===== src/design/sdram_settings.svh =====
`ifndef SDRAM_SETTINGS_SVH
`define SDRAM_SETTINGS_SVH

// cpu data word and its byte lanes
`define SDRAM_DATA_WIDTH 32
`define SDRAM_BYTES (`SDRAM_DATA_WIDTH / 8)

// sdram geometry
`define SDRAM_ROW_WIDTH 11
`define SDRAM_COL_WIDTH 8
`define SDRAM_BANK_BITS 2

// bank, row and column packed into one cpu word
`define SDRAM_CPU_ADDR_WIDTH (`SDRAM_BANK_BITS + `SDRAM_ROW_WIDTH + `SDRAM_COL_WIDTH)

// burst length one, cas latency two
`define SDRAM_MODE_REGISTER 'h20

// idle cycles owed after an auto-refresh
`define SDRAM_AUTOREFRESH_LATENCY 3

`define SDRAM_CLK_FREQUENCY 25000000

// 8 bits at 25 MHz, one refresh every 256 clocks
`define SDRAM_REFRESH_BITS ($clog2(`SDRAM_CLK_FREQUENCY / 65536) - 1)

`endif


===== src/design/sdram_pkg.sv =====
`include "sdram_settings.svh"

package sdram_pkg;

    // bank sits in the top bits of the cpu address
    typedef struct packed {
        logic [`SDRAM_BANK_BITS-1:0] bank;
        logic [`SDRAM_ROW_WIDTH-1:0] row;
        logic [`SDRAM_COL_WIDTH-1:0] col;
    } cpu_addr_fields_t;

    typedef union packed {
        logic [`SDRAM_CPU_ADDR_WIDTH-1:0] flat;
        cpu_addr_fields_t                 fields;
    } cpu_addr_u;

    typedef struct packed {
        cpu_addr_u                    addr;
        logic [`SDRAM_DATA_WIDTH-1:0] wdata;
        // active low byte strobes, all high is a read
        logic [`SDRAM_BYTES-1:0]      nwr;
    } cpu_req_t;

    // sdram command pins
    typedef struct packed {
        logic                        ncs;
        logic                        nras;
        logic                        ncas;
        logic                        nwe;
        logic [`SDRAM_BANK_BITS-1:0] bank;
        logic [`SDRAM_ROW_WIDTH-1:0] addr;
        logic [`SDRAM_BYTES-1:0]     dqm;
    } sdram_cmd_t;

endpackage


===== src/design/sdram_refresh_timer.sv =====
`timescale 1ns/1ps
`include "sdram_settings.svh"

module sdram_refresh_timer (
    input  logic clk,
    input  logic nreset,
    input  logic refresh_grant,
    output logic refresh_pending
);

    logic [`SDRAM_REFRESH_BITS-1:0] interval_cnt;

    // free running, one wrap per refresh interval
    always_ff @(posedge clk) begin
        if (!nreset) begin
            interval_cnt <= '0;
        end else begin
            interval_cnt <= interval_cnt + 1'b1;
        end
    end

    // held until the sequencer takes it
    always_ff @(posedge clk) begin
        if (!nreset) begin
            refresh_pending <= 1'b0;
        end else if (interval_cnt == '0) begin
            refresh_pending <= 1'b1;
        end else if (refresh_grant) begin
            refresh_pending <= 1'b0;
        end
    end

endmodule


===== src/design/sdram_controller.sv =====
`timescale 1ns/1ps
`include "sdram_settings.svh"

module sdram_controller (
    input  logic                         clk,
    input  logic                         nreset,
    input  logic                         cpu_req,
    input  sdram_pkg::cpu_req_t          req_in,
    output logic                         cpu_ack,
    output logic [`SDRAM_DATA_WIDTH-1:0] cpu_rdata,
    input  logic                         refresh_pending,
    output logic                         refresh_grant,
    output sdram_pkg::sdram_cmd_t        cmd,
    output logic [`SDRAM_DATA_WIDTH-1:0] sdram_wdata,
    input  logic [`SDRAM_DATA_WIDTH-1:0] sdram_rdata
);

    localparam int NUM_STATES = 10;

    // one-hot state vectors
    localparam logic [NUM_STATES-1:0] ST_MODE_SET = NUM_STATES'(1) << 0;
    localparam logic [NUM_STATES-1:0] ST_IDLE     = NUM_STATES'(1) << 1;
    localparam logic [NUM_STATES-1:0] ST_NOP1     = NUM_STATES'(1) << 2;
    localparam logic [NUM_STATES-1:0] ST_NOP2     = NUM_STATES'(1) << 3;
    localparam logic [NUM_STATES-1:0] ST_CAS      = NUM_STATES'(1) << 4;
    localparam logic [NUM_STATES-1:0] ST_NOP3     = NUM_STATES'(1) << 5;
    localparam logic [NUM_STATES-1:0] ST_NOP4     = NUM_STATES'(1) << 6;
    localparam logic [NUM_STATES-1:0] ST_READ     = NUM_STATES'(1) << 7;
    localparam logic [NUM_STATES-1:0] ST_REFRESH  = NUM_STATES'(1) << 8;
    localparam logic [NUM_STATES-1:0] ST_WAIT     = NUM_STATES'(1) << 9;

    // {ncs, nras, ncas, nwe}
    localparam logic [3:0] CMD_MRS      = 4'b0000;
    localparam logic [3:0] CMD_ACTIVATE = 4'b0011;
    localparam logic [3:0] CMD_READ     = 4'b0101;
    localparam logic [3:0] CMD_WRITE    = 4'b0100;
    localparam logic [3:0] CMD_REFRESH  = 4'b0001;
    localparam logic [3:0] CMD_NOP      = 4'b0111;
    localparam logic [3:0] CMD_DESELECT = 4'b1111;

    // a10 selects auto-precharge on read/write
    localparam int AP_BIT = 10;

    localparam int WAIT_BITS = $clog2(`SDRAM_AUTOREFRESH_LATENCY + 1);
    localparam logic [WAIT_BITS-1:0] WAIT_LAST = WAIT_BITS'(`SDRAM_AUTOREFRESH_LATENCY);

    localparam logic [`SDRAM_ROW_WIDTH-1:0] MODE_WORD = `SDRAM_MODE_REGISTER;

    logic [NUM_STATES-1:0]          state;
    logic [WAIT_BITS-1:0]           wait_cnt;
    logic                           is_read;
    logic                           req;
    sdram_pkg::cpu_addr_fields_t    addr_f;
    logic [`SDRAM_ROW_WIDTH-1:0]    cas_addr;

    assign addr_f  = req_in.addr.fields;
    assign is_read = &req_in.nwr;

    // a held request after its ack is not a new one
    assign req = cpu_req && !cpu_ack;

    assign sdram_wdata   = req_in.wdata;
    assign refresh_grant = (state == ST_REFRESH);

    // column in the low bits, auto-precharge set
    always_comb begin
        cas_addr = '0;
        cas_addr[`SDRAM_COL_WIDTH-1:0] = addr_f.col;
        cas_addr[AP_BIT] = 1'b1;
    end

    always_ff @(posedge clk) begin
        if (!nreset) begin
            {cmd.ncs, cmd.nras, cmd.ncas, cmd.nwe} <= CMD_DESELECT;
            cpu_ack <= 1'b0;
            state   <= ST_MODE_SET;
        end else begin
            case (state)
                ST_MODE_SET: begin
                    {cmd.ncs, cmd.nras, cmd.ncas, cmd.nwe} <= CMD_MRS;
                    cmd.bank <= '0;
                    cmd.addr <= MODE_WORD;
                    cmd.dqm  <= '1;
                    state    <= ST_IDLE;
                end
                ST_IDLE: begin
                    if (!cpu_req) begin
                        cpu_ack <= 1'b0;
                    end
                    // refresh wins over a waiting cpu access
                    if (refresh_pending) begin
                        {cmd.ncs, cmd.nras, cmd.ncas, cmd.nwe} <= CMD_REFRESH;
                        state <= ST_REFRESH;
                    end else if (req) begin
                        {cmd.ncs, cmd.nras, cmd.ncas, cmd.nwe} <= CMD_ACTIVATE;
                        cmd.bank <= addr_f.bank;
                        cmd.addr <= addr_f.row;
                        state    <= ST_NOP1;
                    end else begin
                        {cmd.ncs, cmd.nras, cmd.ncas, cmd.nwe} <= CMD_DESELECT;
                    end
                end
                ST_NOP1: begin
                    {cmd.ncs, cmd.nras, cmd.ncas, cmd.nwe} <= CMD_NOP;
                    state <= ST_NOP2;
                end
                ST_NOP2: begin
                    {cmd.ncs, cmd.nras, cmd.ncas, cmd.nwe} <= CMD_NOP;
                    state <= ST_CAS;
                end
                ST_CAS: begin
                    cmd.bank <= addr_f.bank;
                    cmd.addr <= cas_addr;
                    if (is_read) begin
                        {cmd.ncs, cmd.nras, cmd.ncas, cmd.nwe} <= CMD_READ;
                        // masks low so read data is not blocked
                        cmd.dqm <= '0;
                        state   <= ST_NOP3;
                    end else begin
                        {cmd.ncs, cmd.nras, cmd.ncas, cmd.nwe} <= CMD_WRITE;
                        cmd.dqm <= req_in.nwr;
                        cpu_ack <= 1'b1;
                        state   <= ST_IDLE;
                    end
                end
                ST_NOP3: begin
                    {cmd.ncs, cmd.nras, cmd.ncas, cmd.nwe} <= CMD_NOP;
                    state <= ST_NOP4;
                end
                ST_NOP4: begin
                    {cmd.ncs, cmd.nras, cmd.ncas, cmd.nwe} <= CMD_NOP;
                    state <= ST_READ;
                end
                ST_READ: begin
                    {cmd.ncs, cmd.nras, cmd.ncas, cmd.nwe} <= CMD_NOP;
                    cpu_rdata <= sdram_rdata;
                    cpu_ack   <= 1'b1;
                    state     <= ST_IDLE;
                end
                ST_REFRESH: begin
                    {cmd.ncs, cmd.nras, cmd.ncas, cmd.nwe} <= CMD_NOP;
                    // this cycle already counts toward the latency
                    wait_cnt <= WAIT_BITS'(1);
                    state    <= ST_WAIT;
                end
                ST_WAIT: begin
                    {cmd.ncs, cmd.nras, cmd.ncas, cmd.nwe} <= CMD_NOP;
                    if (wait_cnt == WAIT_LAST) begin
                        state <= ST_IDLE;
                    end else begin
                        wait_cnt <= wait_cnt + 1'b1;
                    end
                end
                default: begin
                    {cmd.ncs, cmd.nras, cmd.ncas, cmd.nwe} <= CMD_DESELECT;
                    state <= ST_IDLE;
                end
            endcase
        end
    end

endmodule


===== src/design/sdram_subsystem.sv =====
`timescale 1ns/1ps
`include "sdram_settings.svh"

module sdram_subsystem (
    input  logic                         clk,
    input  logic                         nreset,
    input  logic                         cpu_req,
    input  sdram_pkg::cpu_req_t          req_in,
    output logic                         cpu_ack,
    output logic [`SDRAM_DATA_WIDTH-1:0] cpu_rdata,
    output logic                         sdram_clk,
    output sdram_pkg::sdram_cmd_t        cmd,
    output logic [`SDRAM_DATA_WIDTH-1:0] sdram_wdata,
    input  logic [`SDRAM_DATA_WIDTH-1:0] sdram_rdata
);

    logic refresh_pending;
    logic refresh_grant;

    // the device samples mid-cycle, when the registered pins have settled
    assign sdram_clk = ~clk;

    sdram_refresh_timer i_refresh_timer (
        .clk             (clk),
        .nreset          (nreset),
        .refresh_grant   (refresh_grant),
        .refresh_pending (refresh_pending)
    );

    sdram_controller i_controller (
        .clk             (clk),
        .nreset          (nreset),
        .cpu_req         (cpu_req),
        .req_in          (req_in),
        .cpu_ack         (cpu_ack),
        .cpu_rdata       (cpu_rdata),
        .refresh_pending (refresh_pending),
        .refresh_grant   (refresh_grant),
        .cmd             (cmd),
        .sdram_wdata     (sdram_wdata),
        .sdram_rdata     (sdram_rdata)
    );

endmodule


===== config.mk =====
export PLATFORM = sky130hd
export DESIGN_NAME = sdram_subsystem
export DESIGN_NICKNAME = d
export VERILOG_FILES = /design/src/design/sdram_pkg.sv /design/src/design/sdram_refresh_timer.sv /design/src/design/sdram_controller.sv /design/src/design/sdram_subsystem.sv
export VERILOG_INCLUDE_DIRS = /design/src /design/src/design
export SDC_FILE = /design/constraint.sdc
export NUM_CORES = 1
export LEC_CHECK = 0
export BUFFER_PORTS_ARGS = -buffer_cell sky130_fd_sc_hd__buf_2
export CAP_MARGIN = 0
export CORE_MARGIN = 2
export CORE_UTILIZATION = 44
export DETAILED_ROUTE_END_ITERATION = 7
export PLACE_DENSITY_LB_ADDON = 0.05
export SETUP_SLACK_MARGIN = 0.05
export SYNTH_ARGS = -nofsm -noshare
export SYNTH_HDL_FRONTEND = slang
export SYNTH_HIERARCHICAL = 1
export SYNTH_SLANG_ARGS = --single-unit

===== constraint.sdc =====
create_clock -name clk -period 4.3 [get_ports clk]
set_clock_uncertainty 0.05 [all_clocks]
set_input_delay 0.43 -clock clk [delete_from_list [all_inputs] [get_ports clk]]
set_output_delay 0.43 -clock clk [all_outputs]
set_load 0.005 [all_outputs]

==> summary.md, run 1 <==
| Metric | Value |
|---|---|
| Yosys warning count | `6` |
| Synth Register Bits | `75` |
| Max VDD drop | `187 uV` |
| Synth unique cells | `49` |
| Syn nets | `approximately 350` |
| Die area | `7980 um^2` |
| Initial antenna violation count | `0` |
| Pre-antenna DRT Iters | `4` |
| Area occupied by multi-input gates | `892 um^2` |
| Syn avg cell area | `12.7 um^2` |
| Commonest non-fill, non-tap cell in the layout | `buf_2` |
| Slew @ Worst Pin | `about 0.95 ns` |
| Fill count | `677` |
| Critical-path maximum fanout | `12` |
| Critical path arrival | `2.63 ns` |
| Crit path capture type | `output port` |
| CTS resizes | `0` |
| Pwr dens | `398 nW/um^2` |
| Hold endpoint | `i_controller/cpu_rdata[19]$_DFFE_PP_` |
| R2r setup slk | `roughly 1.5 ns` |
| Skew-Pair Late Insertion Delay | `roughly 0.34 ns` |
| CTS clk-pin slew, worst paths | `0.09 ns` |
| Total gr overflow | `0` |
| Largest net degree at the start of global routing | `33` |
| Worst EP required | `3.82 ns` |
| Sequential element share of the synthesized area | `62.8%` |
| GPL Wtd Cong | `0.832` |
| Core area | `7140 um^2` |
| Initial DRC Count | `around 100` |
| Sw frac | `22.8%` |
| Hold Startpoint | `sdram_rdata[19]` |
| Root buffer cell | `clkbuf_8` |
| Die width | `roughly 89 um` |
| Setup TNS | `0 ns` |
| Port Buffers | `114` |
| Hold Crit Class | `in2reg` |
| Psw | `350 uW` |
| Hold buffer count at cts | `0` |
| Placed cell count | `424` |
| R2R cell count | `4` |
| Post-DP HPWL | `4.88 mm` |
| Post-DR wirelength/cell | `15.3 um` |
| Rows | `31` |
| DR vias/cell | `approximately 5.0` |
| H-tree Lvls | `3` |
| DRC | `0` |
| RR Startpoint | `i_controller/state[2]$_SDFFE_PN0P_` |
| Async set-or-reset flop fraction in the synthesized netlist | `0%` |
| Max-cap check violation count | `0` |
| First-pass GRT wire length | `9.99 mm` |
| Final ANT Viol Nets | `0` |
| WS Path Type | `clk2out` |
| Fin util | `54.0%` |
| Clk pwr share | `41.1%` |
| All-Layer GR Usage | `between 10% and 20%` |
| # IOs | `179` |
| Comb pwr share | `6.7%` |
| Max_slew headroom | `36.2%` |
| Final WL | `6.72 mm` |
| Register area | `2010 um^2` |
| Post-Synthesis Cells | `252` |
| Setup crit start kind | `clock port` |
| Final setup viols | `0` |
| Commonest non-fill, non-tap cells in the layout | `buf_2 (114), edfxtp_1 (51), dfxtp_1 (24)` |
| Post-synth EDFFs | `51` |
| TritonCTS buffer count | `9` |
| Worst-case clock buffer depth | `2` |
| Hold Vio Cnt, Final | `0` |
| Synth Cell Area | `3210 um^2` |
| Routed vias | `2207` |
| Initial Util | `44.9%` |
| Main flop type after synthesis | `edfxtp_1` |
| Die Ht | `~89 um` |
| Layout Nets | `roughly 430` |
| Post-Layout Cell Count | `440` |
| Sequential share of power | `52.2%` |
| RSZ-0062 raised after global routing | `false` |
| Status | `finished, final reports clean` |
| Hold Crit Depth | `1` |
| Ant diodes | `0` |
| P&R area growth vs syn | `20.2%` |
| Layout cells sized above 1 | `41.6%` |
| Internal power | `1.18 mW` |
| Post-CTS setup buffer count | `0` |
| Final Max Tran Viols | `0` |
| R2R Path End | `i_controller/cmd[4]$_DFFE_PP_` |
| P_leak | `1.56 nW` |
| CTS tree | `built` |
| Number of global-route vias before repair | `between 2k and 2.5k` |
[metal layers]
metal / global-route usage (%) / vias up / routed length [um] / part of all wire (%)
met5: 0 / - / 0 / 0
met4: 9.63 / 0 / 146 / 2.2
met3: 4.43 / 24 / 546 / 8.1
met2: 25.9 / 84 / 3120 / 46
met1: 21.2 / 1034 / 2910 / 43
li1: - / 1065 / - / -
[worst max path at each step]
stage | from | slack [ns] | to
5_1_grt | clk | 1.17 | sdram_clk
2_1_floorplan | i_controller/state[3]$_SDFFE_PN0P_ | 0.47 | i_controller/cpu_rdata[0]$_DFFE_PP_
3_3_place_gp | i_controller/state[2]$_SDFFE_PN0P_ | 1.54 | i_controller/cmd[4]$_DFFE_PP_
6_report | clk | 1.19 | sdram_clk
4_1_cts | clk | 1.17 | sdram_clk
3_5_place_dp | i_controller/state[2]$_SDFFE_PN0P_ | 1.51 | i_controller/cmd[4]$_DFFE_PP_
[registers in the layout, indices dropped and copies added (netlist names)]
| name | count |
|---|---|
| i_controller/wait_cnt | 2 |
| i_controller/cmd | 21 |
| i_refresh_timer/interval_cnt | 8 |
| i_controller/state | 10 |
| i_controller/cpu_rdata | 32 |
| i_controller/cpu_ack | 1 |
| i_refresh_timer/refresh_pending | 1 |
[layout make-up]
| class | count | share of cell area [%] |
|---|---|---|
| Tap cell | 99 | 3.21 |
| Timing Repair Buffer | 114 | 14.9 |
| Sequential cell | 75 | 52.2 |
| Inverter | 4 | 0.390 |
| Clock buffer | 10 | 3.34 |
| Clock inverter | 8 | 2.82 |
| Multi-Input combinational cell | 130 | 23.1 |
[power groups by stage]
stage / Combinational, mW / Sequential, mW / Clock [mW]
4_1_cts: 0.104 / 0.800 / 0.649
5_1_grt: 0.117 / 0.802 / 0.673
2_1_floorplan: 0.0747 / 0.816 / 0.00532
6_report: 0.103 / 0.800 / 0.631
3_3_place_gp: 0.103 / 0.816 / 0.0130
3_5_place_dp: 0.103 / 0.817 / 0.0130
[cells in the mapped netlist, types with 3 or more instances]
master	instances	area [um^2]
nor2b_1	4	25.0
clkbuf_1	5	18.8
nand3_1	4	20.0
inv_1	5	18.8
and3b_1	3	26.3
nor4_2	4	50.1
ha_1	3	37.5
a22o_1	7	61.3
dfxtp_1	24	480
xnor2_1	4	35.0
o21a_1	6	45.0
nor3_1	7	35.0
edfxtp_1	51	1530
nor2_1	8	30.0
xor2_1	3	26.3
buf_2	3	15.0
nand2_1	18	67.6
nand2b_1	3	18.8
and3_1	6	37.5
o21ai_0	5	25.0
nand4_1	5	31.3
buf_4	33	248
and2_1	7	43.8
[per-stage QoR]
step / total power, mW / instance area, um^2 / hold slack (ns) / setup WS, ns
after global placement: 0.932 / 3620 / 0.419 / 1.54
final: 1.53 / 3850 / 0.197 / 1.19
after floorplan: 0.896 / 3210 / 0.398 / 0.473
after detailed placement: 0.933 / 3620 / 0.431 / 1.51
after global routing: 1.59 / 3850 / 0.178 / 1.17
after CTS: 1.55 / 3850 / 0.178 / 1.17
[cell families after synthesis]
group	synth area share (%)
and+or+nand+nor	16.0
DFF	62.8
buffers and inverters	9.72
AOI/OAI and AO/OA	8.39
xor gates and xnor gates	1.91
adders and majority gates	1.17
[worst max-delay path: stages]
cell and delay, ns:
clkbuf_8 0.16, clkbuf_8 0.17, inv_1 0.05, buf_2 0.10
No activity file was read; power rests on OpenSTA's default activity.
==> run 2: changes to the inputs <==
--- a/config.mk
+++ b/config.mk
@@ -9,7 +9,7 @@
 export BUFFER_PORTS_ARGS = -buffer_cell sky130_fd_sc_hd__buf_2
 export CAP_MARGIN = 0
 export CORE_MARGIN = 2
-export CORE_UTILIZATION = 44
+export CORE_UTILIZATION = 40
 export DETAILED_ROUTE_END_ITERATION = 7
 export PLACE_DENSITY_LB_ADDON = 0.05
 export SETUP_SLACK_MARGIN = 0.05
==> constraint.sdc (replaced) <==
create_clock -name clk -period 2.71 [get_ports clk]
set_clock_uncertainty 0.05 [all_clocks]
set_input_delay 0.271 -clock clk [delete_from_list [all_inputs] [get_ports clk]]
set_output_delay 0.271 -clock clk [all_outputs]
set_load 0.005 [all_outputs]
==> run 2 against run 1 <==
  * Register-to-register slack got worse by 1.1 ns
  * Clock power rose by 38%
  * Critical path depth rose by 1
  * Sequential share of layout area fell by 0.17 points
  * Core utilization fell by 4.0 points
  * Setup slack got worse by 0.81 ns
  * Non-clock buffer count rose by 4
  * Sequential cell count did not move
  * Count of clock-buffer cells in the layout rose by 1
  * Cell count rose by 1.6%
  * Global-route usage fell by 1.9 points
  * Critical endpoint is now i_controller/cmd[6]$_DFFE_PP_
  * Largest cell class unchanged
==> summary.md, run 2 (synthesis gave the netlist of run 1 again) <==
| Metric | Value |
|---|---|
| RSZ-0062 raised after global routing | `false` |
| Post-DP HPWL | `5.01 mm` |
| Initial antenna violation count | `0` |
| Clk pwr share | `37.7%` |
| Rows | `32` |
| Layout Nets | `435` |
| GPL Wtd Cong | `0.814` |
| Largest net degree at the start of global routing | `33` |
| Die area | `between 8000 and 9000 um^2` |
| R2r setup slk | `0.38 ns` |
| Final total power | `2.31 mW` |
| Initial DRC Count | `71` |
| Maximum clock rate | `about 430 MHz` |
| Sequential share of power | `55.0%` |
| Pre-antenna DRT Iters | `4` |
| Slew @ Worst Pin | `0.569 ns` |
| Final setup viols | `0` |
| Hold Crit Class | `in2reg` |
| # IOs | `179` |
| Setup crit start kind | `flip-flop` |
| Fill count | `around 700` |
| R2R Path End | `i_controller/cmd[6]$_DFFE_PP_` |
| Critical-path maximum fanout | `13` |
| Initial Util | `just over 40%` |
| Max reg flops | `32` |
| Status | `finished, final reports clean` |
| Commonest non-fill, non-tap cells in the layout | `buf_2 (114), edfxtp_1 (51), dfxtp_1 (24)` |
| Hold Crit Depth | `1` |
| RR Startpoint | `i_controller/state[2]$_SDFFE_PN0P_` |
| Register name with the most flops | `i_controller/cpu_rdata` |
| CTS tree | `built` |
| Max-cap check violation count | `0` |
| Port Buffers | `114` |
| First-pass GRT wire length | `9.91 mm` |
| Post-Layout Cell Count | `447` |
| Slowest cell on the critical path | `or4_1` |
| Register area | `between 2000 and 2500 um^2` |
| Psw | `558 uW` |
| CTS clk-pin slew, worst paths | `0.09 ns` |
| Hold Startpoint | `sdram_rdata[27]` |
| Crit path capture type | `flip-flop` |
| Hold endpoint | `i_controller/cpu_rdata[27]$_DFFE_PP_` |
| Layout cells sized above 1 | `42.3%` |
| Sw frac | `24.2%` |
| Total gr overflow | `0` |
| CP max stage delay | `0.61 ns` |
| All-Layer GR Usage | `14.9%` |
| Core area | `7730 um^2` |
| Internal power | `1.75 mW` |
| H-tree Lvls | `3` |
| Hold Vio Cnt, Final | `0` |
| Hold buffer count at cts | `0` |
| Die width | `93.5 um` |
| Worst-case clock buffer depth | `2` |
| Comb pwr share | `7.4%` |
| Commonest non-fill, non-tap cell in the layout | `buf_2` |
| Skew-Pair Late Insertion Delay | `0.34 ns` |
| Area occupied by multi-input gates | `898 um^2` |
| Pwr dens | `597 nW/um^2` |
| Setup TNS | `0 ns` |
| Number of global-route vias before repair | `a little under 2k` |
| Routed vias | `2201` |
| Post-CTS setup buffer count | `0` |
| Root buffer cell | `clkbuf_8` |
| Max VDD drop | `227 uV` |
| Final Max Tran Viols | `0` |
| Final WL | `between 6 and 7 mm` |
| R2R cell count | `5` |
| Largest regs | `i_controller/cpu_rdata: 32 flops, i_controller/cmd: 21 flops, i_controller/state: 10 flops` |
| Post-DR wirelength/cell | `15.0 um` |
| Final ANT Viol Nets | `0` |
| Critical path arrival | `2.32 ns` |
| Fin crit period | `2.33 ns` |
| Worst EP required | `roughly 2.7 ns` |
| Max_slew headroom | `about three fifths` |
| Placed cell count | `431` |
| Worst-path cell chain | `or4_1 > nor4_2 > o21ai_0 > nor3_2 > buf_4` |
| P_leak | `1.56 nW` |
| WS Path Type | `reg2reg` |
| TritonCTS buffer count | `9` |
| Period utilization | `85.9%` |
| DRC | `0` |
| CTS resizes | `0` |
| Die Ht | `93.5 um` |
| Ant diodes | `0` |
| DR vias/cell | `just under 5` |
| WHS | `0.0392 ns` |
| P&R area growth vs syn | `20.6%` |
-- run 2: worst max-delay path by stage --
stage | startpoint | to | slack (ns) | cells after the start
final | i_controller/state[2]$_SDFFE_PN0P_ | i_controller/cmd[6]$_DFFE_PP_ | 0.38 | 5
after global placement | i_controller/state[2]$_SDFFE_PN0P_ | i_controller/cmd[12]$_DFFE_PP_ | 0.45 | 5
after CTS | i_controller/state[2]$_SDFFE_PN0P_ | i_controller/cmd[14]$_DFFE_PP_ | 0.37 | 5
after detailed placement | i_controller/state[2]$_SDFFE_PN0P_ | i_controller/cmd[14]$_DFFE_PP_ | 0.38 | 5
after global routing | i_controller/state[2]$_SDFFE_PN0P_ | i_controller/cmd[8]$_DFFE_PP_ | 0.25 | 5
after floorplan | i_controller/state[3]$_SDFFE_PN0P_ | i_controller/cmd[10]$_DFFE_PP_ | 0.22 | 5
-- run 2: per-layer routing --
| metal | vias up | routed length, um | GRT usage [%] | share of wire, % |
|---|---|---|---|---|
| li1 | 1068 | - | - | - |
| met1 | 1032 | 2970 | 19.8 | 44 |
| met2 | 91 | 3120 | 22.7 | 47 |
| met3 | 10 | 527 | 3.87 | 7.9 |
| met4 | 0 | 86 | 6.74 | 1.3 |
| met5 | - | 0 | 0 | 0 |
-- run 2: worst max-delay path: cells and delay by family (launching register included) --
family	cells	cell delay, ns
AND/OR/NAND/NOR	3	1.14
flip-flops	1	0.39
AO/OA/AOI/OAI	1	0.23
buffers and inverters	1	0.23
-- run 2: power by group through the flow --
| stage | Combinational [mW] | Clock [mW] | Sequential (mW) |
|---|---|---|---|
| floorplan | 0.120 | 0.00845 | 1.29 |
| global placement | 0.172 | 0.0206 | 1.30 |
| detailed placement | 0.171 | 0.0206 | 1.29 |
| CTS | 0.172 | 0.907 | 1.27 |
| global route | 0.190 | 0.959 | 1.27 |
| finish | 0.170 | 0.870 | 1.27 |
-- run 2: layout make-up --
cell class                 instances  share of cell area [%]
inverter                           4                   0.388
clock buffer                      11                    3.98
timing repair buffer             118                    15.6
tap                              102                    3.30
multi-input combinational        130                    23.2
sequential                        75                    52.0
clock inverter                     7                    1.46
-- run 2: stage by stage --
stage	setup slack [ns]	instance area [um^2]	utilization, %
2_1_floorplan	0.218	3220	-
3_3_place_gp	0.446	3660	47.4
3_5_place_dp	0.383	3660	47.4
4_1_cts	0.371	3870	50.0
5_1_grt	0.248	3870	50.0
6_report	0.383	3870	50.0
